`config.mk`:
```
export PLATFORM = sky130hd
export DESIGN_NAME = video_out
export DESIGN_NICKNAME = d
export VERILOG_FILES = /design/src/source/video_pkg.sv /design/src/source/video_out.sv
export SDC_FILE = /design/constraint.sdc
export NUM_CORES = 1
export LEC_CHECK = 0
export ABC_CLOCK_PERIOD_IN_PS = 800
export BUFFER_PORTS_ARGS = -buffer_cell sky130_fd_sc_hd__buf_4
export CAP_MARGIN = 20
export CORE_AREA = 2 2 42 83
export CTS_BUF_LIST = sky130_fd_sc_hd__clkbuf_4 sky130_fd_sc_hd__clkbuf_8 sky130_fd_sc_hd__clkbuf_16
export CTS_CLUSTER_DIAMETER = 60
export DETAILED_ROUTE_END_ITERATION = 7
export DIE_AREA = 0 0 44 85
export PLACE_DENSITY = 0.72
export REMOVE_ABC_BUFFERS = 1
export SLEW_MARGIN = 30
export SYNTH_ARGS = -nofsm -noshare
export SYNTH_HDL_FRONTEND = slang
export SYNTH_SLANG_ARGS = --single-unit
```
`constraint.sdc`:
```
create_clock -name wb_clk_o -period 0.8 [get_ports wb_clk_o]
set_input_delay 0.24 -clock wb_clk_o [delete_from_list [all_inputs] [get_ports wb_clk_o]]
set_output_delay 0.24 -clock wb_clk_o [all_outputs]
set_load 0.05 [all_outputs]
```
`src/source/video_pkg.sv`:
```
package video_pkg;

	// ------------------------------------------------------------------------
	// Host bus
	// ------------------------------------------------------------------------

	// Word address, byte address bits 31 to 2
	typedef logic [29:0] wb_adr_t;
	typedef logic [31:0] wb_dat_t;

	typedef struct packed {
		wb_adr_t    adr;
		wb_dat_t    dat;
		logic       we;
		logic [3:0] sel;
		logic       stb;
	} wb_req_t;

	typedef struct packed {
		wb_dat_t dat;
		logic    ack;
	} wb_rsp_t;

	typedef enum logic [1:0] {
		REGION_VDMA,
		REGION_GPIO,
		REGION_FBUF,
		REGION_NONE
	} region_e;

	// Page select, byte address bits 31 to 12
	localparam logic [19:0] PAGE_VDMA = 20'h4001_0;
	localparam logic [19:0] PAGE_GPIO = 20'h4002_1;
	localparam logic [19:0] PAGE_FBUF = 20'h4003_0;

	typedef enum logic [1:0] {
		REG_CTRL   = 2'd0,
		REG_STATUS = 2'd1,
		REG_ADDR   = 2'd2,
		REG_STRIDE = 2'd3
	} vdma_reg_e;

	localparam int                   LED_WIDTH = 4;
	localparam logic [LED_WIDTH-1:0] LED_INIT  = 4'b0101;

	// ------------------------------------------------------------------------
	// Video path
	// ------------------------------------------------------------------------

	typedef logic [23:0] pixel_t;
	typedef logic [7:0]  fb_adr_t;

	typedef struct packed {
		logic    enable;
		fb_adr_t addr;
		fb_adr_t stride;
	} vdma_cfg_t;

	typedef enum logic [1:0] {
		ACTIVE,
		FRONT,
		SYNC,
		BACK
	} h_phase_e;

	typedef struct packed {
		logic       vsync;
		logic       hsync;
		logic       de;
		logic       frame_start;
		logic [7:0] x;
		logic [7:0] y;
	} timing_t;

	typedef struct packed {
		logic   vsync;
		logic   hsync;
		logic   de;
		pixel_t data;
	} video_t;

	// White, yellow, cyan, green, magenta, red, blue, black
	localparam pixel_t COLOR_BARS [8] = '{
		24'hff_ff_ff, 24'hff_ff_00, 24'h00_ff_ff, 24'h00_ff_00,
		24'hff_00_ff, 24'hff_00_00, 24'h00_00_ff, 24'h00_00_00
	};

endpackage
```
`src/source/video_out.sv`:
```
module video_out #(
	parameter int H_VISIBLE = 8
) (
	input  logic               wb_clk_o,
	input  logic               arst_n_i,
	input  video_pkg::timing_t timing_i,
	input  video_pkg::pixel_t  pixel_i,
	input  logic               mem_valid_i,
	output video_pkg::video_t  video_o
);
	import video_pkg::*;

	pixel_t pix_sel;
	logic   bar_on;
	video_t video_q;

	// Bars only inside the visible width
	assign bar_on = timing_i.de && (timing_i.x < 8'(H_VISIBLE));

	// Memory pixel, else colour bar, else blank
	always_comb begin
		if (mem_valid_i) begin
			pix_sel = pixel_i;
		end else if (bar_on) begin
			pix_sel = COLOR_BARS[timing_i.x[2:0]];
		end else begin
			pix_sel = '0;
		end
	end

	always_ff @(posedge wb_clk_o or negedge arst_n_i) begin
		if (!arst_n_i) begin
			video_q <= '0;
		end else begin
			video_q <= '{
				vsync: timing_i.vsync,
				hsync: timing_i.hsync,
				de:    timing_i.de,
				data:  pix_sel
			};
		end
	end

	assign video_o = video_q;

endmodule

```
Word level (Yosys, flattened, before mapping):

Memories as Yosys holds them, arrays and structs flattened.
Index checks and enable logic that the tools add are counted.

* register bits after elaboration: 27
* memory bits (read-only): 192
* word-level logic and storage cells: 13
* memories kept: 1

Memory list
* (name not given): words 8, bits a word 24, rd ports 1, clocked after Yosys merged registers in 0, wr ports 0, line video_out.sv:25 `pix_sel = COLOR_BARS[timing_i.x[2:0]];`

* magnitude comparators: 2
* muxes and demuxes: 4
* bitwise logic cells: 1
* reductions and logical operators: 1

Operators by type and width (count)
* $mux W24: 4
* $lt A8 B4 Y1 const B: 1
* $ge A4 B4 Y1 const B: 1
* $not A3 Y4: 1
* $logic_and A1 B1 Y1: 1

Longest topological paths before layout:

* depth after elaboration: 6
* gate-level depth with buffers: 4
* gate-level depth less buffers: 2

Worst setup path after synthesis:

OpenSTA, ideal clock, no wires.

* path kind: input-to-reg
* start: input port timing_i[15] in the netlist's numbering
* end: register video_q, in the netlist video_o[10]
* data arrival time: 1.120 ns
* setup slack: -0.394 ns
* cell stages on the path: 3
* buffers on the path: 1
* path through: or4b_4 -> buf_6 -> o21ai_2

* word-level cells in the longest chain between the ends: 4

Ends and longest elaborated chain
* from (decl): line video_out.sv:6 `input video_pkg::timing_t timing_i,`
* $lt A8 B4 Y1: line video_out.sv:18 `assign bar_on = timing_i.de && (timing_i.x < 8'(H_VISIBLE));`
* $logic_and A1 B1 Y1: line video_out.sv:18
* $mux W24: line video_out.sv:24 `end else if (bar_on) begin`
* $mux W24: line video_out.sv:22 `if (mem_valid_i) begin`
* via pix_sel[10]: line video_out.sv:13 `pixel_t pix_sel;`
* to (signal assigned): line video_out.sv:35 `video_q <= '{`
* to (decl): line video_out.sv:15 `video_t video_q;`

The timed path passes the listed nets, and every way through them passes these cells.

Final worst setup path:

* start: register video_q, in the netlist video_o[15]
* end: output port video_o[15] in the netlist's numbering

RTL lines
* to (decl): line video_out.sv:9 `output video_pkg::video_t video_o`

No word-level cell between the ends.

==> impl_summary.log <==
INFO  metric kind_of_cell_adding_the_most_delay_to_the_critical_path = flip-flops
INFO  metric max_freq = about 0.94 GHz
INFO  metric post-cts-setup-buffers = 0
INFO  metric final_core_utilization = between 50% and 60%
INFO  metric post_synth_num_cell_types = 8
INFO  metric clk_pin_slew_worst_paths = about 90 ps
INFO  metric floorplan.rows = 29
INFO  metric num_antenna_cells = 0
INFO  metric report.final.hold_viol_count = 0
INFO  metric die_w = around 44 um
INFO  metric post_synth_mux_area_share = 0%
INFO  metric largest_register_ff_count = 27
INFO  metric ioPinCount = between 70 and 80
INFO  metric drt_iter0_markers = 9
INFO  metric critPathBufInv = 1
INFO  metric route.final.wire_length = roughly 2900 um
INFO  metric run_status = finished, violations left
INFO  metric finalWorstPathRequiredPeriod = approximately 1100 ps
INFO  metric power_leakage = between 0.0009 and 0.001 uW
INFO  metric synthSimpleGateAreaFrac = about an eighth
INFO  metric worst_ep_required_time = 560 ps
INFO  metric synthCells = slightly below 90
INFO  metric areaGrowthSynthToFinish = 66.9%
INFO  metric worst-endpoint-arrival = between 800 and 900 ps
INFO  metric grt_max_degree = 28
INFO  metric synth-seq-area-share = 61.7%
INFO  metric netlist.area_leader.share = 61.7%
INFO  metric route.detailed.vias_per_inst = 4.83
INFO  metric vias_in_the_first_global_route = approximately 900
INFO  metric cts.sink_count = 27
INFO  metric worstSetupEndpointType = primary output
INFO  metric fillers = about 280
INFO  metric fin_ws = -266 ps
INFO  metric min-delay-path-class = in2reg
INFO  metric remaining_drc_errors = 0
INFO  metric ys_warn_count = 0
INFO  metric drt-pass1-iter-count = 4
INFO  metric num-nets-final = about 200
INFO  metric chipHeight = 85 um
INFO  metric clk_path_buf_depth = 2
INFO  metric io_buffers = 64
INFO  metric grt_overflow_total = 0
INFO  metric design.core.area = about 3100 um^2
INFO  metric global_route.usage.total = between 10 and 15%
INFO  metric clock_tree.root_cell = clkbuf_8
INFO  metric timing.critical_path.cells = buf_6
INFO  metric worst_setup_path_start_kind = register
INFO  metric synth_area_per_cell = about 13 um^2
INFO  metric drv_cap = 0
INFO  metric critical_path_peak_fanout = 1
INFO  metric slowest_delay = about 400 ps
INFO  metric gpl.final_weighted_congestion = 0.672
INFO  metric tritoncts = done
INFO  metric antenna_found_initial = 0
INFO  metric power.density_cell_area = around 1600 nW/um^2
INFO  metric critical-path-slowest-cell = dfrtp_1
INFO  metric wl_per_cell = approximately 16 um
INFO  metric synth_xor_area_share = 0%
INFO  metric drive_above_1_share = 66.2%
INFO  metric timing.final.setup_violations = 51
INFO  metric dp.final_hpwl = a little under 2000 um
INFO  metric synthAdderAreaFrac = 0%
INFO  metric largest_family_of_logic_cells_by_synthesized_area = compound AO/OA/AOI/OAI gates
INFO  metric vdd.ir_drop.worst = between 900 and 1000 uV
INFO  metric criticalPathCategory = reg2out
INFO  metric postSynthRegisterBits = 27
INFO  metric h_tree_depth = 1
INFO  metric grt_pass1_wl = 4170 um
INFO  metric fin_total_pwr = about 3000 uW
INFO  metric failed_checks = negative setup slack
INFO  metric whs = roughly 75 ps
INFO  metric slew_headroom = between 70% and 80%
INFO  metric fp.dieArea = approximately 3700 um^2
INFO  metric placement_stage_worst_setup_slack = -517 ps
INFO  metric initial_core_util = 35.1%
INFO  metric synth.largest_area_cell = dfrtp_1
INFO  metric final_number_of_max_transition_violations = 0
INFO  metric syn-cell-area = 1090 um^2
INFO  metric synth_compound_area_share = a little under a fifth
INFO  metric tightest_slew = between 300 and 400 ps
INFO  metric final_min_period_over_clock_period = 133%
INFO  metric numCtsBuffers = 3
INFO  metric ys_top_cells_by_area = dfrtp_1 62%, o21ai_2 19%, nand2_1 8.2%, buf_6 6.2%, or4_4 2.1%
INFO  metric routed_antenna_nets = 0
INFO  metric routed-via-count = approximately 890
INFO  metric rsz0062_at_grt = true
power by group:
part           total, uW  switching [uW]  internal (uW)
Sequential          1470            35.2           1440
Clock                751             403            348
Combinational        786             452            335
Total               3010             889           2120
Yosys cell counts:
| cell | instances |
|---|---|
| o21ai_2 | 24 |
| or4_4 | 2 |
| or4_1 | 1 |
| buf_6 | 6 |
| nand2_1 | 24 |
| clkbuf_1 | 2 |
| dfrtp_1 | 27 |
| or4b_4 | 1 |
cells by family after synthesis:
family | Yosys count
DFF | 27
and+or+nand+nor | 28
buffers and inverters | 8
AOI/OAI and AO/OA | 24
layout make-up:
type / count / area, um^2 / area share, %
clock buffers: 3 / 41.3 / 2.26
repair buffers: 71 / 703 / 38.5
clock inverters: 1 / 5.00 / 0.274
well taps: 31 / 38.8 / 2.12
multi-input cells: 52 / 363 / 19.9
flip-flops and latches: 27 / 676 / 37.0
final timing paths:
kind                                       start                    end  cells after the start
max in group asynchronous               arst_n_i  video_o[14]$_DFF_PN0_                      2
worst min-delay path                timing_i[19]  video_o[26]$_DFF_PN0_                      1
worst max-delay path       video_o[15]$_DFF_PN0_            video_o[15]                      1
min in group asynchronous               arst_n_i   video_o[0]$_DFF_PN0_                      2
layout by cell type (no fill, tap or decap), types with 2 or more instances in the layout:
master / count
dfrtp_1: 27
or4_4: 3
o21ai_2: 22
clkbuf_16: 2
nand2_1: 24
o21ai_4: 2
buf_6: 30
clkbuf_8: 3
buf_4: 36
metal layers:
| metal | global-route usage [%] | wire length, um | up-vias |
|---|---|---|---|
| met5 | 0 | 0 | - |
| met1 | 15.8 | 916 | 438 |
| met4 | 7.44 | 38 | 0 |
| met3 | 0.851 | 136 | 2 |
| li1 | - | - | 421 |
| met2 | 27.4 | 1790 | 32 |
metrics by stage:
stage / TNS [ps] / cells / area (um^2)
2_1_floorplan: -10680 / 79 / 1020
3_3_place_gp: -11640 / 177 / 1570
3_5_place_dp: -12050 / 177 / 1570
4_1_cts: -11570 / 182 / 1740
5_1_grt: -12810 / 185 / 1830
6_report: -11880 / 185 / 1830
timing repair:
| item | in CTS | in global routing |
|---|---|---|
| gates resized for setup | 28 | 6 |
| hold buffers | 1 | 0 |
| setup endpoints to repair | 51 | 51 |
| endpoints found under the hold margin | 27 | 0 |
| cloned | 0 | 3 |
| pin swaps | 0 | 25 |
Power figures use the tool's default switching activity.
