### src/source/video_pkg.sv
package video_pkg;

	// ------------------------------------------------------------------------
	// Host bus
	// ------------------------------------------------------------------------

	// Word address, byte address bits 31 to 2
	typedef logic [29:0] wb_adr_t;
	typedef logic [31:0] wb_dat_t;

	typedef struct packed {
		wb_adr_t    adr;
		wb_dat_t    dat;
		logic       we;
		logic [3:0] sel;
		logic       stb;
	} wb_req_t;

	typedef struct packed {
		wb_dat_t dat;
		logic    ack;
	} wb_rsp_t;

	typedef enum logic [1:0] {
		REGION_VDMA,
		REGION_GPIO,
		REGION_FBUF,
		REGION_NONE
	} region_e;

	// Page select, byte address bits 31 to 12
	localparam logic [19:0] PAGE_VDMA = 20'h4001_0;
	localparam logic [19:0] PAGE_GPIO = 20'h4002_1;
	localparam logic [19:0] PAGE_FBUF = 20'h4003_0;

	typedef enum logic [1:0] {
		REG_CTRL   = 2'd0,
		REG_STATUS = 2'd1,
		REG_ADDR   = 2'd2,
		REG_STRIDE = 2'd3
	} vdma_reg_e;

	localparam int                   LED_WIDTH = 4;
	localparam logic [LED_WIDTH-1:0] LED_INIT  = 4'b0101;

	// ------------------------------------------------------------------------
	// Video path
	// ------------------------------------------------------------------------

	typedef logic [23:0] pixel_t;
	typedef logic [7:0]  fb_adr_t;

	typedef struct packed {
		logic    enable;
		fb_adr_t addr;
		fb_adr_t stride;
	} vdma_cfg_t;

	typedef enum logic [1:0] {
		ACTIVE,
		FRONT,
		SYNC,
		BACK
	} h_phase_e;

	typedef struct packed {
		logic       vsync;
		logic       hsync;
		logic       de;
		logic       frame_start;
		logic [7:0] x;
		logic [7:0] y;
	} timing_t;

	typedef struct packed {
		logic   vsync;
		logic   hsync;
		logic   de;
		pixel_t data;
	} video_t;

	// White, yellow, cyan, green, magenta, red, blue, black
	localparam pixel_t COLOR_BARS [8] = '{
		24'hff_ff_ff, 24'hff_ff_00, 24'h00_ff_ff, 24'h00_ff_00,
		24'hff_00_ff, 24'hff_00_00, 24'h00_00_ff, 24'h00_00_00
	};

endpackage
### src/source/video_timing.sv
module video_timing #(
	parameter int H_VISIBLE = 8,
	parameter int H_FRONT   = 2,
	parameter int H_SYNC    = 2,
	parameter int H_BACK    = 2,
	parameter int V_VISIBLE = 4,
	parameter int V_FRONT   = 1,
	parameter int V_SYNC    = 1,
	parameter int V_BACK    = 1
) (
	input  logic               wb_clk_o,
	input  logic               arst_n_i,
	output video_pkg::timing_t timing_o
);
	import video_pkg::*;

	localparam logic [7:0] V_LAST       = 8'(V_VISIBLE + V_FRONT + V_SYNC + V_BACK - 1);
	localparam logic [7:0] V_SYNC_START = 8'(V_VISIBLE + V_FRONT);
	localparam logic [7:0] V_SYNC_END   = 8'(V_VISIBLE + V_FRONT + V_SYNC);

	h_phase_e   phase_q;
	h_phase_e   phase_next;
	logic [7:0] h_len;
	logic [7:0] h_cnt_q;
	logic [7:0] v_cnt_q;
	logic       h_last;
	logic       line_end;

	// Length and successor of each horizontal phase
	always_comb begin
		case (phase_q)
			ACTIVE: begin
				h_len      = 8'(H_VISIBLE);
				phase_next = FRONT;
			end
			FRONT: begin
				h_len      = 8'(H_FRONT);
				phase_next = SYNC;
			end
			SYNC: begin
				h_len      = 8'(H_SYNC);
				phase_next = BACK;
			end
			default: begin
				h_len      = 8'(H_BACK);
				phase_next = ACTIVE;
			end
		endcase
	end

	assign h_last   = h_cnt_q == h_len - 8'd1;
	assign line_end = h_last && (phase_q == BACK);

	always_ff @(posedge wb_clk_o or negedge arst_n_i) begin
		if (!arst_n_i) begin
			phase_q <= ACTIVE;
			h_cnt_q <= '0;
			v_cnt_q <= '0;
		end else begin
			if (h_last) begin
				phase_q <= phase_next;
				h_cnt_q <= '0;
			end else begin
				h_cnt_q <= h_cnt_q + 8'd1;
			end
			if (line_end) begin
				v_cnt_q <= (v_cnt_q == V_LAST) ? 8'd0 : v_cnt_q + 8'd1;
			end
		end
	end

	always_comb begin
		timing_o.vsync       = (v_cnt_q >= V_SYNC_START) && (v_cnt_q < V_SYNC_END);
		timing_o.hsync       = phase_q == SYNC;
		timing_o.de          = (phase_q == ACTIVE) && (v_cnt_q < 8'(V_VISIBLE));
		timing_o.frame_start = (phase_q == ACTIVE) && (h_cnt_q == 8'd0) && (v_cnt_q == 8'd0);
		timing_o.x           = h_cnt_q;
		timing_o.y           = v_cnt_q;
	end

endmodule

### config.mk
export PLATFORM = sky130hd
export DESIGN_NAME = video_timing
export DESIGN_NICKNAME = d
export VERILOG_FILES = /design/src/source/video_pkg.sv /design/src/source/video_timing.sv
export SDC_FILE = /design/constraint.sdc
export NUM_CORES = 1
export LEC_CHECK = 0
export BUFFER_PORTS_ARGS = -buffer_cell sky130_fd_sc_hd__buf_2
export CAP_MARGIN = 5
export CORE_UTILIZATION = 53
export DETAILED_ROUTE_END_ITERATION = 10
export PLACE_DENSITY = 0.84
export SLEW_MARGIN = 30
export SYNTH_ARGS = -nofsm -noshare
export SYNTH_HDL_FRONTEND = slang
export SYNTH_SLANG_ARGS = --single-unit
export TNS_END_PERCENT = 100
### constraint.sdc
create_clock -name wb_clk_o -period 2.5 [get_ports wb_clk_o]
set_input_delay 0.5 -clock wb_clk_o [delete_from_list [all_inputs] [get_ports wb_clk_o]]
set_output_delay 0.5 -clock wb_clk_o [all_outputs]
set_load 0.05 [all_outputs]
== After elaboration in Yosys (flattened, before gate mapping) ==
Index checks and enable logic that the tools add are counted.

* Flip-flop bits (word level): 18
* Word-level logic and storage cells: 26

* Add/sub/neg operators: 3
* $lt $le $gt $ge: 3
* Eq/ne operators: 5
* Mux-type cells: 4
* Reduce and logical (&&, ||, !) cells: 8

{| class="wikitable"
|+ Operator list
! kind !! number
|-
| 8-bit by 1-bit adder with 8-bit output, second input constant || 2
|-
| 8-bit logical NOT || 2
|-
| 8-bit by 3-bit less-than comparator with 1-bit output, second input constant || 2
|-
| 8-bit two-way mux || 2
|-
| 8-bit by 3-bit equality test with 1-bit output, second input constant || 1
|-
| 8-bit equality test || 1
|-
| 8-bit by 3-bit >= comparator with 1-bit output, second input constant || 1
|-
| 8-bit by 1-bit subtractor with 8-bit output, second input constant || 1
|-
| 2-bit one-hot mux with 3 select lines || 1
|-
| 1-bit logical AND || 5
|-
| 2-bit equality test, second input constant || 2
|-
| 4-bit two-way mux || 1
|-
| 2-bit by 1-bit equality test with 1-bit output, second input constant || 1
|-
| 2-bit logical NOT || 1
|}

== Depth between registers and ports, before layout ==
* Depth after elaboration: 5
* Depth in mapped cells: 7
* Depth with buffers taken out: 6

== Worst setup path after synthesis ==
OpenSTA, ideal clock, no wires.

* Path type: register to output
* From: register v_cnt_q[4]
* To: output timing_o[16] in the netlist's numbering
* Arrival: 2.252 ns
* Setup slack: -0.252 ns
* Cell stages (with the launch flop): 5
* Buffers on the path: 0
* Cells stage by stage: dfrtp_1 -> nor3_1 -> and3_1 -> and3b_1 -> and2_1

{| class="wikitable"
|+ RTL lines
! what !! line !! source
|-
| from (decl) || video_timing.sv:25 || <nowiki>logic [7:0] v_cnt_q;</nowiki>
|-
| from (signal assigned) || video_timing.sv:67 || <nowiki>v_cnt_q <= (v_cnt_q == V_LAST) ? 8'd0 : v_cnt_q + 8'd1;</nowiki>
|-
| to (decl) || video_timing.sv:13 || <nowiki>output video_pkg::timing_t timing_o</nowiki>
|}

==> impl_metrics.ini <==
[grt]
grt_use_total_pct = 22.7
grt_pass1_vias = 777
antenna_found_initial = 0
grt_remaining_overflow = 0
grt_pass1_wl_um = 3430
grt_max_degree = 19

[setup_path]
critPathKind = flip-flop to primary output
worst-path-stages = 5
worstPathRequired_ns = 2.00
start_kind = flip-flop
crit_fanout = 7
crit_chain = nor3_1 -> and3_1 -> and3b_2 -> and2_2 -> buf_2
path_buf_inv = 1
crit_arrival_ns = 1.84
rr_worst_depth = 6
path_delay_family = simple AND/OR/NAND/NOR gates
end_kind = primary output
critPathMaxStageDelay_ns = 0.46
cp_slowest_cell = dfrtp_1

[final_layout]
final_nets = 146
postLayoutCellArea_um2 = 1230
fill_cells = 150
syn_to_final_growth_pct = 16.2
antenna_cells = 0
final_layout_size_suffix_gt1_share_pct = 24.6

[power]
ir_drop_uv = 362
p_seq_share_pct = 60.2
p_comb_share_pct = 1.3
power_density_nw_per_um2 = 392
p_leak_uw = 0.000660
p_clk_share_pct = 38.5
switching_share_pct = 21.2
p_int_uw = 380
switching_power_uw = 102

[detailed_routing]
antenna_left = 0
routed_wl_um = 2210
first_pass_iters = 4
initialDrtViolationCount = 34
detail_route.wl_per_cell_um = 13.9
dr_wl_met3_um = 75
via_count = 881
top_layer = met4
wl_met1_um = 1050
vias_per_cell = 5.54
met2_length_um = 1040
drc = 0

[cts]
clockBufferDepth = 2
post_cts_buffers = 0
cts_tree = built
path_clk_slew_ns = 0.11
worstSkewPairLatency_ns = 0.30
cts_htree_levels = 1
postCtsResizedCells = 0
root_buffer = clkbuf_4
numCtsBuffers = 3
cts_sinks = 18
ctsHoldBuffers = 0

[timing]
rsz0062_at_grt = no
fin_setup_tns_ns = 0
timing.slew.headroom_pct = 54.9
tightest_slew_ns = 0.668
fmax_mhz = 427
hold_violations = 0
min_period_ns = 2.34
finalSetupViolations = 0
drv_slew = 0
fin_skew_ns = 0.00335
min_period_over_period_pct = 93.7

[logic_synthesis]
yosysTopAreaCellShare_pct = 42.5
syn-cell-area_um2 = 1060
synth_common_cells = dfrtp_1 (18), inv_1 (10), nand3_1 (10)
synthArstFlopShare_pct = 100
seq_area_frac_synth_pct = 42.5
yosysTopAreaCell = dfrtp_1
yosys_register_bits = 18
yosys-top-cells-area = dfrtp_1 (42%), ha_1 (11%), nand3_1 (4.7%)
synth_most_common_cell = dfrtp_1
yosys_most_used_dff = dfrtp_1
yosysWarningCount = 0
post_synth_num_cell_types = 28
synth_edf_count = 0
syn_nets = 120
syn_inst = 109
synth_area_per_cell_um2 = 9.73

[floorplanning]
ioPinCount = 22
start_util_pct = 58.9
coreArea_um2 = 1800
die_area_um2 = 2180
row_count = 15
die_w_um = 46.7
die_y_um = 46.7

[run_status]
status = completed

[flow_run]
maxCapViolCount = 0

[placement]
io_buffers = 21
place_congestion = 0.834
dp_hpwl_um = 1540
dpl_cell_area_um2 = 1200

[hold_path]
hold_class = input port to async pin
-- kinds of logic (layout without fill, tap and decap cells) --
family | count (synthesis) | count (layout) | share of synthesized area (%)
mux | 1 | 1 | 1.06
fa+ha+maj | 9 | 9 | 10.6
flops | 18 | 18 | 42.5
compound gates | 21 | 21 | 12.9
buf+inv | 11 | 36 | 4.60
xor+xnor | 6 | 6 | 4.95
simple gates | 43 | 43 | 23.5
-- layer usage --
layer  vias to the layer above  global-route usage [%]
met1                       420                    31.2
li1                        431                       -
met5                         -                       0
met2                        25                    34.2
met4                         0                    10.9
met3                         5                    4.62
-- per-stage QoR --
step	total power, uW	worst slack, ns	instances	util (%)	hold WS (ns)
detailed placement	303	0.365	155	66.4	0.455
global route	504	0.0663	159	68.4	0.124
floorplan	297	0.0220	109	-	0.204
global placement	303	0.462	155	66.4	0.449
CTS	486	0.176	159	68.4	0.122
finish	483	0.157	159	68.4	0.109
-- sequential cells by signal (all words and copies together), names as in the netlist --
| name | count |
|---|---|
| h_cnt_q | 8 |
| phase_q | 2 |
| v_cnt_q | 8 |
-- area by class of cell --
type	instances	area [um2]	share of cell area (%)
clock buffers	4	36.3	2.94
multi-input cells	80	564	45.8
inverters	10	37.5	3.05
flip-flops and latches	18	450	36.5
well taps	25	31.3	2.54
repair buffers	22	113	9.14
-- power by group through the flow --
stage | registers (uW) | clock network, uW | logic, uW
after floorplan | 297 | 0 | 0.000317
after global placement | 297 | 0 | 6.37
after detailed placement | 297 | 0 | 6.57
after CTS | 291 | 189 | 6.58
after global routing | 291 | 205 | 7.41
final | 291 | 186 | 6.08
-- worst reg2reg max path, cell delays in order, from the launching register on --
cell	delay (ns)
dfrtp_1	0.40
inv_1	0.08
ha_1	0.24
or3_4	0.40
a211o_1	0.45
nand2b_1	0.24
o31ai_1	0.27
-- layout by cell type (no fill, tap or decap) --
cell        n
a21oi_1     8
buf_2      21
or3_4       2
or3_1       2
nor2_1      5
mux2_1      1
nand2_1     6
nand3_1    10
a211o_1     1
nand4bb_1   1
inv_1      10
xnor2_1     4
clkbuf_8    1
nor2b_1     1
or2_2       2
nor3_1      2
clkbuf_4    3
and3b_2     1
buf_4       1
ha_1        9
xor2_1      2
o31ai_1     2
dfrtp_1    18
a2111oi_4   1
and2_2      1
and3_1      7
nand2b_1    1
o21ai_0     4
nand3b_1    1
nor4bb_1    1
o21ai_1     5
-- final timing paths --
| kind | start | to | slack, ns |
|---|---|---|---|
| max | v_cnt_q[4]$_DFFE_PN0P_ | timing_o[16] | 0.16 |
| min | arst_n_i | h_cnt_q[5]$_DFF_PN0_ | 0.11 |
| max reg2reg | phase_q[0]$_DFFE_PN0N_ | v_cnt_q[4]$_DFFE_PN0P_ | 0.32 |
| min reg2reg | h_cnt_q[7]$_DFF_PN0_ | h_cnt_q[7]$_DFF_PN0_ | 0.53 |
| max in group asynchronous | arst_n_i | v_cnt_q[5]$_DFFE_PN0P_ | 2.10 |
| min in group wb_clk_o | h_cnt_q[7]$_DFF_PN0_ | h_cnt_q[7]$_DFF_PN0_ | 0.53 |
(Power assumes the default switching activity.)
