[src/source/video_pkg.sv]
package video_pkg;

	// ------------------------------------------------------------------------
	// Host bus
	// ------------------------------------------------------------------------

	// Word address, byte address bits 31 to 2
	typedef logic [29:0] wb_adr_t;
	typedef logic [31:0] wb_dat_t;

	typedef struct packed {
		wb_adr_t    adr;
		wb_dat_t    dat;
		logic       we;
		logic [3:0] sel;
		logic       stb;
	} wb_req_t;

	typedef struct packed {
		wb_dat_t dat;
		logic    ack;
	} wb_rsp_t;

	typedef enum logic [1:0] {
		REGION_VDMA,
		REGION_GPIO,
		REGION_FBUF,
		REGION_NONE
	} region_e;

	// Page select, byte address bits 31 to 12
	localparam logic [19:0] PAGE_VDMA = 20'h4001_0;
	localparam logic [19:0] PAGE_GPIO = 20'h4002_1;
	localparam logic [19:0] PAGE_FBUF = 20'h4003_0;

	typedef enum logic [1:0] {
		REG_CTRL   = 2'd0,
		REG_STATUS = 2'd1,
		REG_ADDR   = 2'd2,
		REG_STRIDE = 2'd3
	} vdma_reg_e;

	localparam int                   LED_WIDTH = 4;
	localparam logic [LED_WIDTH-1:0] LED_INIT  = 4'b0101;

	// ------------------------------------------------------------------------
	// Video path
	// ------------------------------------------------------------------------

	typedef logic [23:0] pixel_t;
	typedef logic [7:0]  fb_adr_t;

	typedef struct packed {
		logic    enable;
		fb_adr_t addr;
		fb_adr_t stride;
	} vdma_cfg_t;

	typedef enum logic [1:0] {
		ACTIVE,
		FRONT,
		SYNC,
		BACK
	} h_phase_e;

	typedef struct packed {
		logic       vsync;
		logic       hsync;
		logic       de;
		logic       frame_start;
		logic [7:0] x;
		logic [7:0] y;
	} timing_t;

	typedef struct packed {
		logic   vsync;
		logic   hsync;
		logic   de;
		pixel_t data;
	} video_t;

	// White, yellow, cyan, green, magenta, red, blue, black
	localparam pixel_t COLOR_BARS [8] = '{
		24'hff_ff_ff, 24'hff_ff_00, 24'h00_ff_ff, 24'h00_ff_00,
		24'hff_00_ff, 24'hff_00_00, 24'h00_00_ff, 24'h00_00_00
	};

endpackage
[src/source/wb_regs.sv]
module wb_regs (
	input  logic                            wb_clk_o,
	input  logic                            arst_n_i,
	input  video_pkg::wb_req_t              wb_req_i,
	output video_pkg::wb_rsp_t              wb_rsp_o,
	output logic [video_pkg::LED_WIDTH-1:0] led_o,
	output video_pkg::vdma_cfg_t            cfg_o,
	input  logic                            frame_started_i,
	output logic                            fb_we_o,
	output video_pkg::fb_adr_t              fb_adr_o,
	output video_pkg::pixel_t               fb_dat_o
);
	import video_pkg::*;

	region_e              region;
	vdma_reg_e            reg_sel;
	logic                 access;
	logic                 ack_q;
	wb_dat_t              rd_dat;
	wb_dat_t              rd_dat_q;
	logic [LED_WIDTH-1:0] led_q;
	vdma_cfg_t            cfg_q;
	logic [15:0]          frame_cnt_q;

	// ------------------------------------------------------------------------
	// Address decoder
	// ------------------------------------------------------------------------

	always_comb begin
		case (wb_req_i.adr[29:10])
			PAGE_VDMA: region = REGION_VDMA;
			PAGE_GPIO: region = REGION_GPIO;
			PAGE_FBUF: region = REGION_FBUF;
			default:   region = REGION_NONE;
		endcase
	end

	assign reg_sel = vdma_reg_e'(wb_req_i.adr[1:0]);

	// First cycle of a strobe, the ack goes out on the next edge
	assign access = wb_req_i.stb & ~ack_q;

	always_ff @(posedge wb_clk_o or negedge arst_n_i) begin
		if (!arst_n_i) begin
			ack_q <= 1'b0;
		end else begin
			ack_q <= access;
		end
	end

	// ------------------------------------------------------------------------
	// Read data
	// ------------------------------------------------------------------------

	always_comb begin
		rd_dat = '0;
		case (region)
			REGION_VDMA: begin
				case (reg_sel)
					REG_CTRL:   rd_dat = {31'd0, cfg_q.enable};
					REG_STATUS: rd_dat = {16'd0, frame_cnt_q};
					REG_ADDR:   rd_dat = {24'd0, cfg_q.addr};
					REG_STRIDE: rd_dat = {24'd0, cfg_q.stride};
					default:    rd_dat = '0;
				endcase
			end
			REGION_GPIO: rd_dat = {{(32 - LED_WIDTH){1'b0}}, led_q};
			// Frame window is write only
			default:     rd_dat = '0;
		endcase
	end

	always_ff @(posedge wb_clk_o) begin
		if (access) begin
			rd_dat_q <= rd_dat;
		end
	end

	assign wb_rsp_o = '{dat: rd_dat_q, ack: ack_q};

	// ------------------------------------------------------------------------
	// Registers
	// ------------------------------------------------------------------------

	always_ff @(posedge wb_clk_o or negedge arst_n_i) begin
		if (!arst_n_i) begin
			led_q       <= LED_INIT;
			cfg_q       <= '0;
			frame_cnt_q <= '0;
		end else begin
			if (access && wb_req_i.we) begin
				case (region)
					REGION_GPIO: led_q <= wb_req_i.dat[LED_WIDTH-1:0];
					REGION_VDMA: begin
						case (reg_sel)
							REG_CTRL:   cfg_q.enable <= wb_req_i.dat[0];
							REG_ADDR:   cfg_q.addr   <= wb_req_i.dat[7:0];
							REG_STRIDE: cfg_q.stride <= wb_req_i.dat[7:0];
							default:    ;
						endcase
					end
					default: ;
				endcase
			end
			// Frames started while reading is on
			if (frame_started_i && cfg_q.enable) begin
				frame_cnt_q <= frame_cnt_q + 16'd1;
			end
		end
	end

	assign led_o = led_q;
	assign cfg_o = cfg_q;

	// Frame memory port, word index from byte address bits 9 to 2
	assign fb_we_o  = access & wb_req_i.we & (region == REGION_FBUF);
	assign fb_adr_o = wb_req_i.adr[7:0];
	assign fb_dat_o = wb_req_i.dat[23:0];

endmodule

[config.mk]
export PLATFORM = sky130hd
export DESIGN_NAME = wb_regs
export DESIGN_NICKNAME = d
export VERILOG_FILES = /design/src/source/video_pkg.sv /design/src/source/wb_regs.sv
export SDC_FILE = /design/constraint.sdc
export NUM_CORES = 1
export LEC_CHECK = 0
export BUFFER_PORTS_ARGS = -buffer_cell sky130_fd_sc_hd__buf_2
export CORE_UTILIZATION = 48
export CTS_CLUSTER_DIAMETER = 120
export DETAILED_ROUTE_END_ITERATION = 16
export PLACE_DENSITY = 0.95
export SETUP_SLACK_MARGIN = 0.02
export SLEW_MARGIN = 20
export SYNTH_ARGS = -nofsm -noshare
export SYNTH_HDL_FRONTEND = slang
export SYNTH_SLANG_ARGS = --single-unit
[constraint.sdc]
create_clock -name wb_clk_o -period 4.55 [get_ports wb_clk_o]
set_clock_uncertainty 0.05 [all_clocks]
set_input_delay 0.91 -clock wb_clk_o [delete_from_list [all_inputs] [get_ports wb_clk_o]]
set_output_delay 0.91 -clock wb_clk_o [all_outputs]
set_load 0.02 [all_outputs]
Word level (Yosys, flattened, before mapping)
Cells that the tools add are included.

cells by class
  bitwise gates (word level) = 4
  reductions and logical operators = 8
  add/sub/neg operators = 1
  muxes and demuxes = 3
  eq/ne operators = 8

operators by type and width
  cell                                                                     number
  32-bit case mux with 4 select lines                                      1
  32-bit case mux with 2 select lines                                      1
  20-bit by 19-bit equality test with 1-bit output, second input constant  3
  16-bit by 1-bit adder with 16-bit output, second input constant          1
  3-bit AND reduction                                                      3
  2-bit equality test, second input constant                               3
  2-bit case mux with 3 select lines                                       1
  2-bit by 1-bit equality test with 1-bit output, second input constant    2
  2-bit logical NOT                                                        2
  1-bit bitwise AND                                                        3
  1-bit logical AND                                                        2
  2-bit AND reduction                                                      1
  1-bit NOT                                                                1

word-level totals
  output and inout port bits = 87
  bits in registers = 70
  word-level logic and storage cells = 31
  bits of input ports = 71

Longest topological paths before layout
Gate-level depths: netlist of the first run.

  depth after elaboration = 4
  depth in mapped cells = 6
  depth with buffers taken out = 5

Worst setup path before layout of the first run
Ideal clock, no wire load.

  kind = input -> output
  from = input wb_req_i[55] (netlist name)
  to = output fb_we_o
  required time = 3.590 ns
  path slack = 1.371 ns
  stages = 3
  data arrival time = 2.219 ns
  buffers on the path = 0
  cell sequence = nor4_2 -> nand4_2 -> nor4_1

between the ends
  longest elaborated chain between the ends = 4
  elaborated cells on any way between the ends = 6
  those cells by class = eq/ne: 4; mux: 1; bitwise: 1

ends and longest elaborated chain
  item                                              line            text
  start, declared                                   wb_regs.sv:4    input video_pkg::wb_req_t wb_req_i,
  20-bit by 19-bit equality test with 1-bit output  wb_regs.sv:30   case (wb_req_i.adr[29:10])
  2-bit case mux with 3 select lines (*)            wb_regs.sv:30
  2-bit equality test (*)                           wb_regs.sv:116  assign fb_we_o = access & wb_req_i.we & (region == REGION_FBUF);
  1-bit bitwise AND (*)                             wb_regs.sv:116
  end, declared                                     wb_regs.sv:9    output logic fb_we_o,

Every way passes the cells marked *; elsewhere a longest branch is shown, timed or not.

Final worst setup path of the first run
  from = input wb_req_i[62] (netlist name)
  to = output fb_we_o

The elaborated chain is that of the path after synthesis.

==> flow_summary_export.csv, run 1 <==
group,metric,value,unit
clock_network,h-tree-depth,2,
detailed_routing,via_per_inst,5.246,
timing,drv_slew,0,
clock_network,cts-resized-gates,0,
setup_path,cp_data_arrival_time,2210,ps
place,placed_cell_area,2980,µm²
timing,hold_viol,0,
power,pwr-share-comb,8.7,%
setup_path,cp.required,3590,ps
timing,rsz0062_at_grt,"false",
setup_path,end_kind,"primary output",
clock_network,post_cts_buffers,0,
place,io_buffers,83,
synth,netlist_top_cells_count,"buf_4, dfrtp_1, mux2_2",
clock_network,cts.sink_count,54,
timing,relSlewSlack,41.12,%
hold_path,min_path_type,"reg -> reg",
power,leakage,1.516,nW
cells_and_area,final_layout_size_suffix_gt1_share,45.55,%
synth,syn_area,2798,µm²
detailed_routing,routed_wl,5140,µm
global_route,grt_max_degree,39,
run_status,status,"finished, final reports clean",
global_route,gr-total-overflow,0,
cells_and_area,layout.nets,352,
power,power.internal,692.7,µW
synth,synth.most_common_cell,"buf_4",
synth,ys.warnings.count,0,
detailed_routing,drt_iter0_markers,106,
global_route,grt_first_pass_wirelength,8252,µm
setup_path,critical_path_class,"in -> out",
power,p_switching,206.8,µW
cells_and_area,syn_to_final_growth,10.46,%
setup_path,crit_path_start,"wb_req_i[62]",
floorplanning,start_util,50.19,%
power,clockPowerShare,34.8,%
clock_network,cts_inserted_buffers,5,
floorplanning,rows,27,
flow_run,maxCapViolCount,0,
place,dp.cells,345,
synth,syn_area_per_cell,12.27,µm²
cells_and_area,final_area,3090,µm²
synth,synth_area_leader_cell,"dfrtp_1",
floorplanning,io_pins,158,
hold_path,hold_start,"frame_cnt_q[15]",
clock_network,postCtsHoldBufs,0,
timing,fmax,0.3157,GHz
timing,tightest_slew,880.0,ps
global_route,grtUsageTotal,17.67,%
synth,ys_async_sr_fraction,70.37,%
synth,synth_cell_type_count,36,
floorplanning,die-area,6138,µm²
power,total_power,899.6,µW
timing,tns,0,ps
clock_network,path_clk_slew,90,ps
power,switching_share,22.99,%
setup_path,crit_fanout,7,
place,gp_congestion,0.8279,
detailed_routing,drt_pass1_iterations,4,
floorplanning,fp.dieH,78.35,µm
timing,final.period_utilization,69.61,%
power,ir_drop,0.1690,mV
floorplanning,die_x,78.35,µm
detailed_routing,drtAntennaViolNets,0,
floorplanning,core,5574,µm²
clock_network,clock_latency,300,ps
power,p_seq_share,56.5,%
detailed_routing,wl_per_cell,14.56,µm
synth,ys_ff_latch,54,
synth,synth_top_area_share,32.20,%
timing,setup_viol,0,
clock_network,tritoncts,"built",
clock_network,cts_root_buf,"clkbuf_8",
cells_and_area,antenna_cells,0,
setup_path,r2r_start,"ack_q",
setup_path,start_kind,"input pin",
synth,synth_area_leaders,"dfrtp_1, edfxtp_1, buf_4, mux2_2, xnor2_1",
global_route,antenna_found_initial,0,
cells_and_area,final_core_util,55.44,%
synth,synth-edff-count,16,
power,powerDensity,291.1,nW/µm²
setup_path,rrSetupSlack,2620,ps
detailed_routing,vias,1852,
cells_and_area,stdcell_count,353,
global_route,grt_pass1_vias,1785,
detailed_routing,drc,0,
synth,seq_area_frac_synth,51.25,%
clock_network,cts.path.max_buffers,2,
place,dp_hpwl,3955,µm
synth,synth_cells,228,
timing,fin_crit,3167,ps
synth,synth_top_flop_cell,"dfrtp_1",
layout by cell type, fill, tap and decap left out, drive strengths merged, types with 2 or more instances in the layout:
cell	synthesis	routed
a22oi	7	7
and3	9	9
and4	2	2
buf	49	84
clkbuf	5	6
conb	1	16
dfrtp	36	36
dfstp	2	2
edfxtp	16	16
inv	2	2
mux2	29	29
nand2	6	6
nand3	10	10
nand4	6	6
nor2	7	7
nor2b	2	2
nor3	5	5
nor4	6	6
o2bb2ai	3	3
xnor2	12	12
xor2	3	3
routing by layer:
| layer | track usage [%] | wire, µm | part of all wire, % | vias up |
|---|---|---|---|---|
| li1 | - | - | - | 858 |
| met1 | 20.67 | 2166 | 42 | 886 |
| met2 | 30.53 | 2526 | 49 | 104 |
| met3 | 5.349 | 412 | 8.0 | 4 |
| met4 | 6.481 | 34 | 0.66 | 0 |
| met5 | 0 | 0 | 0 | - |
through the flow:
stage               setup WS (ps)  hold slack [ps]
detailed placement           1378            421.1
global placement             1466            401.2
CTS                          1369            433.8
global route                 1175            449.2
floorplan                    1371            387.5
finish                       1383            431.0
sequential cells by signal (all words and copies together), names as in the netlist:
| name | flops |
|---|---|
| ack_q | 1 |
| rd_dat_q | 16 |
| led_o | 4 |
| frame_cnt_q | 16 |
| cfg_o | 17 |
power groups by stage:
| stage | clock, mW | combinational (mW) | sequential (mW) |
|---|---|---|---|
| 2_1_floorplan | 0 | 0.0777 | 0.526 |
| 5_1_grt | 0.345 | 0.0849 | 0.509 |
| 6_report | 0.313 | 0.0784 | 0.508 |
| 4_1_cts | 0.320 | 0.0792 | 0.508 |
| 3_3_place_gp | 0 | 0.0771 | 0.518 |
| 3_5_place_dp | 0 | 0.0791 | 0.518 |
final timing paths:
check	cells past startpoint	endpoint
max	5	fb_we_o
min reg2reg	1	frame_cnt_q[15]
min	1	frame_cnt_q[15]
max in group asynchronous	1	frame_cnt_q[11]
min in group asynchronous	1	frame_cnt_q[9]
max reg2reg	4	cfg_o[8]
area by class of cell:
| class | count | area [µm²] |
|---|---|---|
| clock buffers | 6 | 72.57 |
| clock inverters | 2 | 37.54 |
| fillers | 466 | 2484 |
| inverters | 2 | 7.507 |
| multi-input cells | 133 | 1026 |
| flip-flops and latches | 54 | 1434 |
| well taps | 72 | 90.09 |
| repair buffers | 84 | 422.9 |
critical path, stage by stage:
cell,delay [ps]
buf_2,100
nor4b_1,430
nand2_1,280
nor4_1,280
buf_2,210
cells by family after synthesis:
group           Yosys count  share of synthesized area, %
other cells               1                        0.1340
mux                      30                         12.48
flops                    54                         51.25
buf+inv                  56                         14.09
fa+ha+maj                 1                        0.4472
compound gates           11                         3.131
simple gates             60                         13.78
xor+xnor                 15                         4.696
Power figures use the tool's default switching activity.
==> run 2: changes to the inputs <==
--- a/config.mk
+++ b/config.mk
@@ -6,10 +6,10 @@
 export NUM_CORES = 1
 export LEC_CHECK = 0
 export BUFFER_PORTS_ARGS = -buffer_cell sky130_fd_sc_hd__buf_2
-export CORE_UTILIZATION = 48
+export CORE_UTILIZATION = 40
 export CTS_CLUSTER_DIAMETER = 120
 export DETAILED_ROUTE_END_ITERATION = 16
-export PLACE_DENSITY = 0.95
+export PLACE_DENSITY = 0.89
 export SETUP_SLACK_MARGIN = 0.02
 export SLEW_MARGIN = 20
 export SYNTH_ARGS = -nofsm -noshare
==> constraint.sdc (replaced) <==
create_clock -name wb_clk_o -period 2.65 [get_ports wb_clk_o]
set_clock_uncertainty 0.05 [all_clocks]
set_input_delay 0.53 -clock wb_clk_o [delete_from_list [all_inputs] [get_ports wb_clk_o]]
set_output_delay 0.53 -clock wb_clk_o [all_outputs]
set_load 0.02 [all_outputs]
==> run 2 against run 1 <==
Net effect:
- critical path depth unchanged
- sequential share of layout area down 0.34 points
- clock power up 37%
- utilization down 9.4 points
- global-route usage down 2.4 points
- largest power group unchanged
- routed wire length up 6.3%
- design area up 0.73%
- non-clock buffer count up 5
- via count up 1.8%
- highest routed layer unchanged
- power up 60%
- flip-flop and latch count unchanged
==> flow_summary_export.csv, run 2 (synthesized netlist as in run 1, its figures left out) <==
group,metric,value,unit
setup_path,cp-endpoint,"fb_we_o",
place,dp.cells,358,
detailed_routing,wl_per_cell,14.93,µm
clock_network,h-tree-depth,2,
floorplanning,die-area,7333,µm²
detailed_routing,drtAntennaViolNets,0,
setup_path,critical_path_class,"in -> out",
setup_path,r2r_start,"ack_q",
run_status,status,"finished, final reports clean",
flow_run,maxCapViolCount,0,
clock_network,postCtsHoldBufs,0,
timing,rsz0062_at_grt,"false",
setup_path,path_buf_inv,2,
clock_network,post_cts_buffers,0,
cells_and_area,antenna_cells,0,
timing,relSlewSlack,44.36,%
detailed_routing,routed_wl,5463,µm
cells_and_area,final_cell_mix,"buf_2, dfrtp_1, mux2_2, conb_1, edfxtp_1",
floorplanning,core,6756,µm²
detailed_routing,drt_iter0_markers,143,
power,total_power,1.438,mW
setup_path,crit_path_start,"wb_req_i[55]",
setup_path,cpPeakStageDelay,340,ps
floorplanning,io_pins,158,
setup_path,rrSetupSlack,820,ps
power,ir_drop,0.2021,mV
setup_path,crit_chain,"buf_2 -> nor4_2 -> nand4_2 -> nor4_1 -> buf_2",
power,powerDensity,462.0,nW/µm²
setup_path,start_kind,"input pin",
setup_path,ff2ff_path_depth,4,
floorplanning,fp.dieH,85.63,µm
clock_network,path_clk_slew,90,ps
setup_path,cp_num_cells,5,
cells_and_area,layout_commonest_cell,"buf_2",
global_route,antenna_found_initial,0,
cells_and_area,final_layout_size_suffix_gt1_share,46.50,%
setup_path,cp.required,2070,ps
detailed_routing,drt_pass1_iterations,4,
setup_path,path_common_cell,"buf_2",
clock_network,cts_root_buf,"clkbuf_8",
timing,tightest_slew,834.6,ps
cells_and_area,stdcell_count,366,
detailed_routing,drc,0,
clock_network,cts_inserted_buffers,5,
hold_path,min_path_type,"in -> async",
clock_network,cts.path.max_buffers,2,
timing,fin_crit,2342,ps
cells_and_area,layout.nets,357,
global_route,grt_max_degree,39,
clock_network,cts.sink_count,54,
setup_path,cp_data_arrival_time,1760,ps
floorplanning,rows,30,
clock_network,tritoncts,"built",
setup_path,crit_fanout,6,
floorplanning,start_util,41.41,%
global_route,gr-total-overflow,0,
detailed_routing,vias,1886,
detailed_routing,via_per_inst,5.153,
place,dp_hpwl,4140,µm
setup_path,end_kind,"primary output",
timing,drv_slew,0,
cells_and_area,largest_register_ffs,17,
power,leakage,1.533,nW
global_route,grt_first_pass_wirelength,8742,µm
cells_and_area,syn_to_final_growth,11.27,%
timing,fmax,0.4271,GHz
place,gp_congestion,0.7987,
timing,setup_viol,0,
place,io_buffers,83,
floorplanning,die_x,85.63,µm
setup_path,timing.rr.end,"cfg_o[16]",
setup_path,crit_family,"simple AND/OR/NAND/NOR gates",
setup_path,cp_slowest_cell,"nor4_2",
global_route,grtUsageTotal,15.23,%
clock_network,cts-resized-gates,0,
timing,hold_viol,0,
timing,tns,0,ps
clock_network,clock_latency,300,ps
timing,final.period_utilization,88.36,%
global_route,grt_pass1_vias,1814,
-- run 2: worst min-delay path by stage --
stage,start,slack (ps),cells past startpoint,to
floorplan,arst_n_i,180,0,ack_q
global placement,frame_cnt_q[15],400,1,frame_cnt_q[15]
detailed placement,frame_cnt_q[15],410,1,frame_cnt_q[15]
CTS,arst_n_i,290,1,frame_cnt_q[14]
global route,arst_n_i,330,1,frame_cnt_q[15]
finish,arst_n_i,270,1,frame_cnt_q[14]
-- run 2: stage by stage --
step,hold WS (ps),setup WS [ps],cell area [µm²],utilization [%]
2_1_floorplan,184.4,231.4,2854,-
3_3_place_gp,402.0,340.7,3028,44.81
3_5_place_dp,412.3,311.5,3028,44.81
4_1_cts,291.5,303.8,3113,46.07
5_1_grt,332.2,193.7,3113,46.07
6_report,266.8,308.4,3113,46.07
-- run 2: report_power, final --
group | switching (mW) | internal, mW
Sequential | 0.00331 | 0.869
Combinational | 0.0964 | 0.0397
Clock | 0.249 | 0.181
Total | 0.349 | 1.09
-- run 2: metal layers --
layer,part of all wire (%),track usage (%)
met3,8.8,4.620
met4,2.0,5.909
met1,39,17.71
met2,50,26.40
met5,0,0
-- run 2: cell type report --
type                    instances  area, µm²
clock buffers                   5      68.82
fillers                       631       3643
clock inverters                 3      16.27
well taps                      80      100.1
inverters                       2      7.507
multi-input cells             133       1026
repair buffers                 89      460.4
flip-flops and latches         54       1434
-- run 2: worst reg2reg max path, delay by kind of cell (launching register included) --
| kind | cells | cell delay (ps) |
|---|---|---|
| and+or+nand+nor | 3 | 880 |
| DFF | 1 | 410 |
| muxes | 1 | 380 |
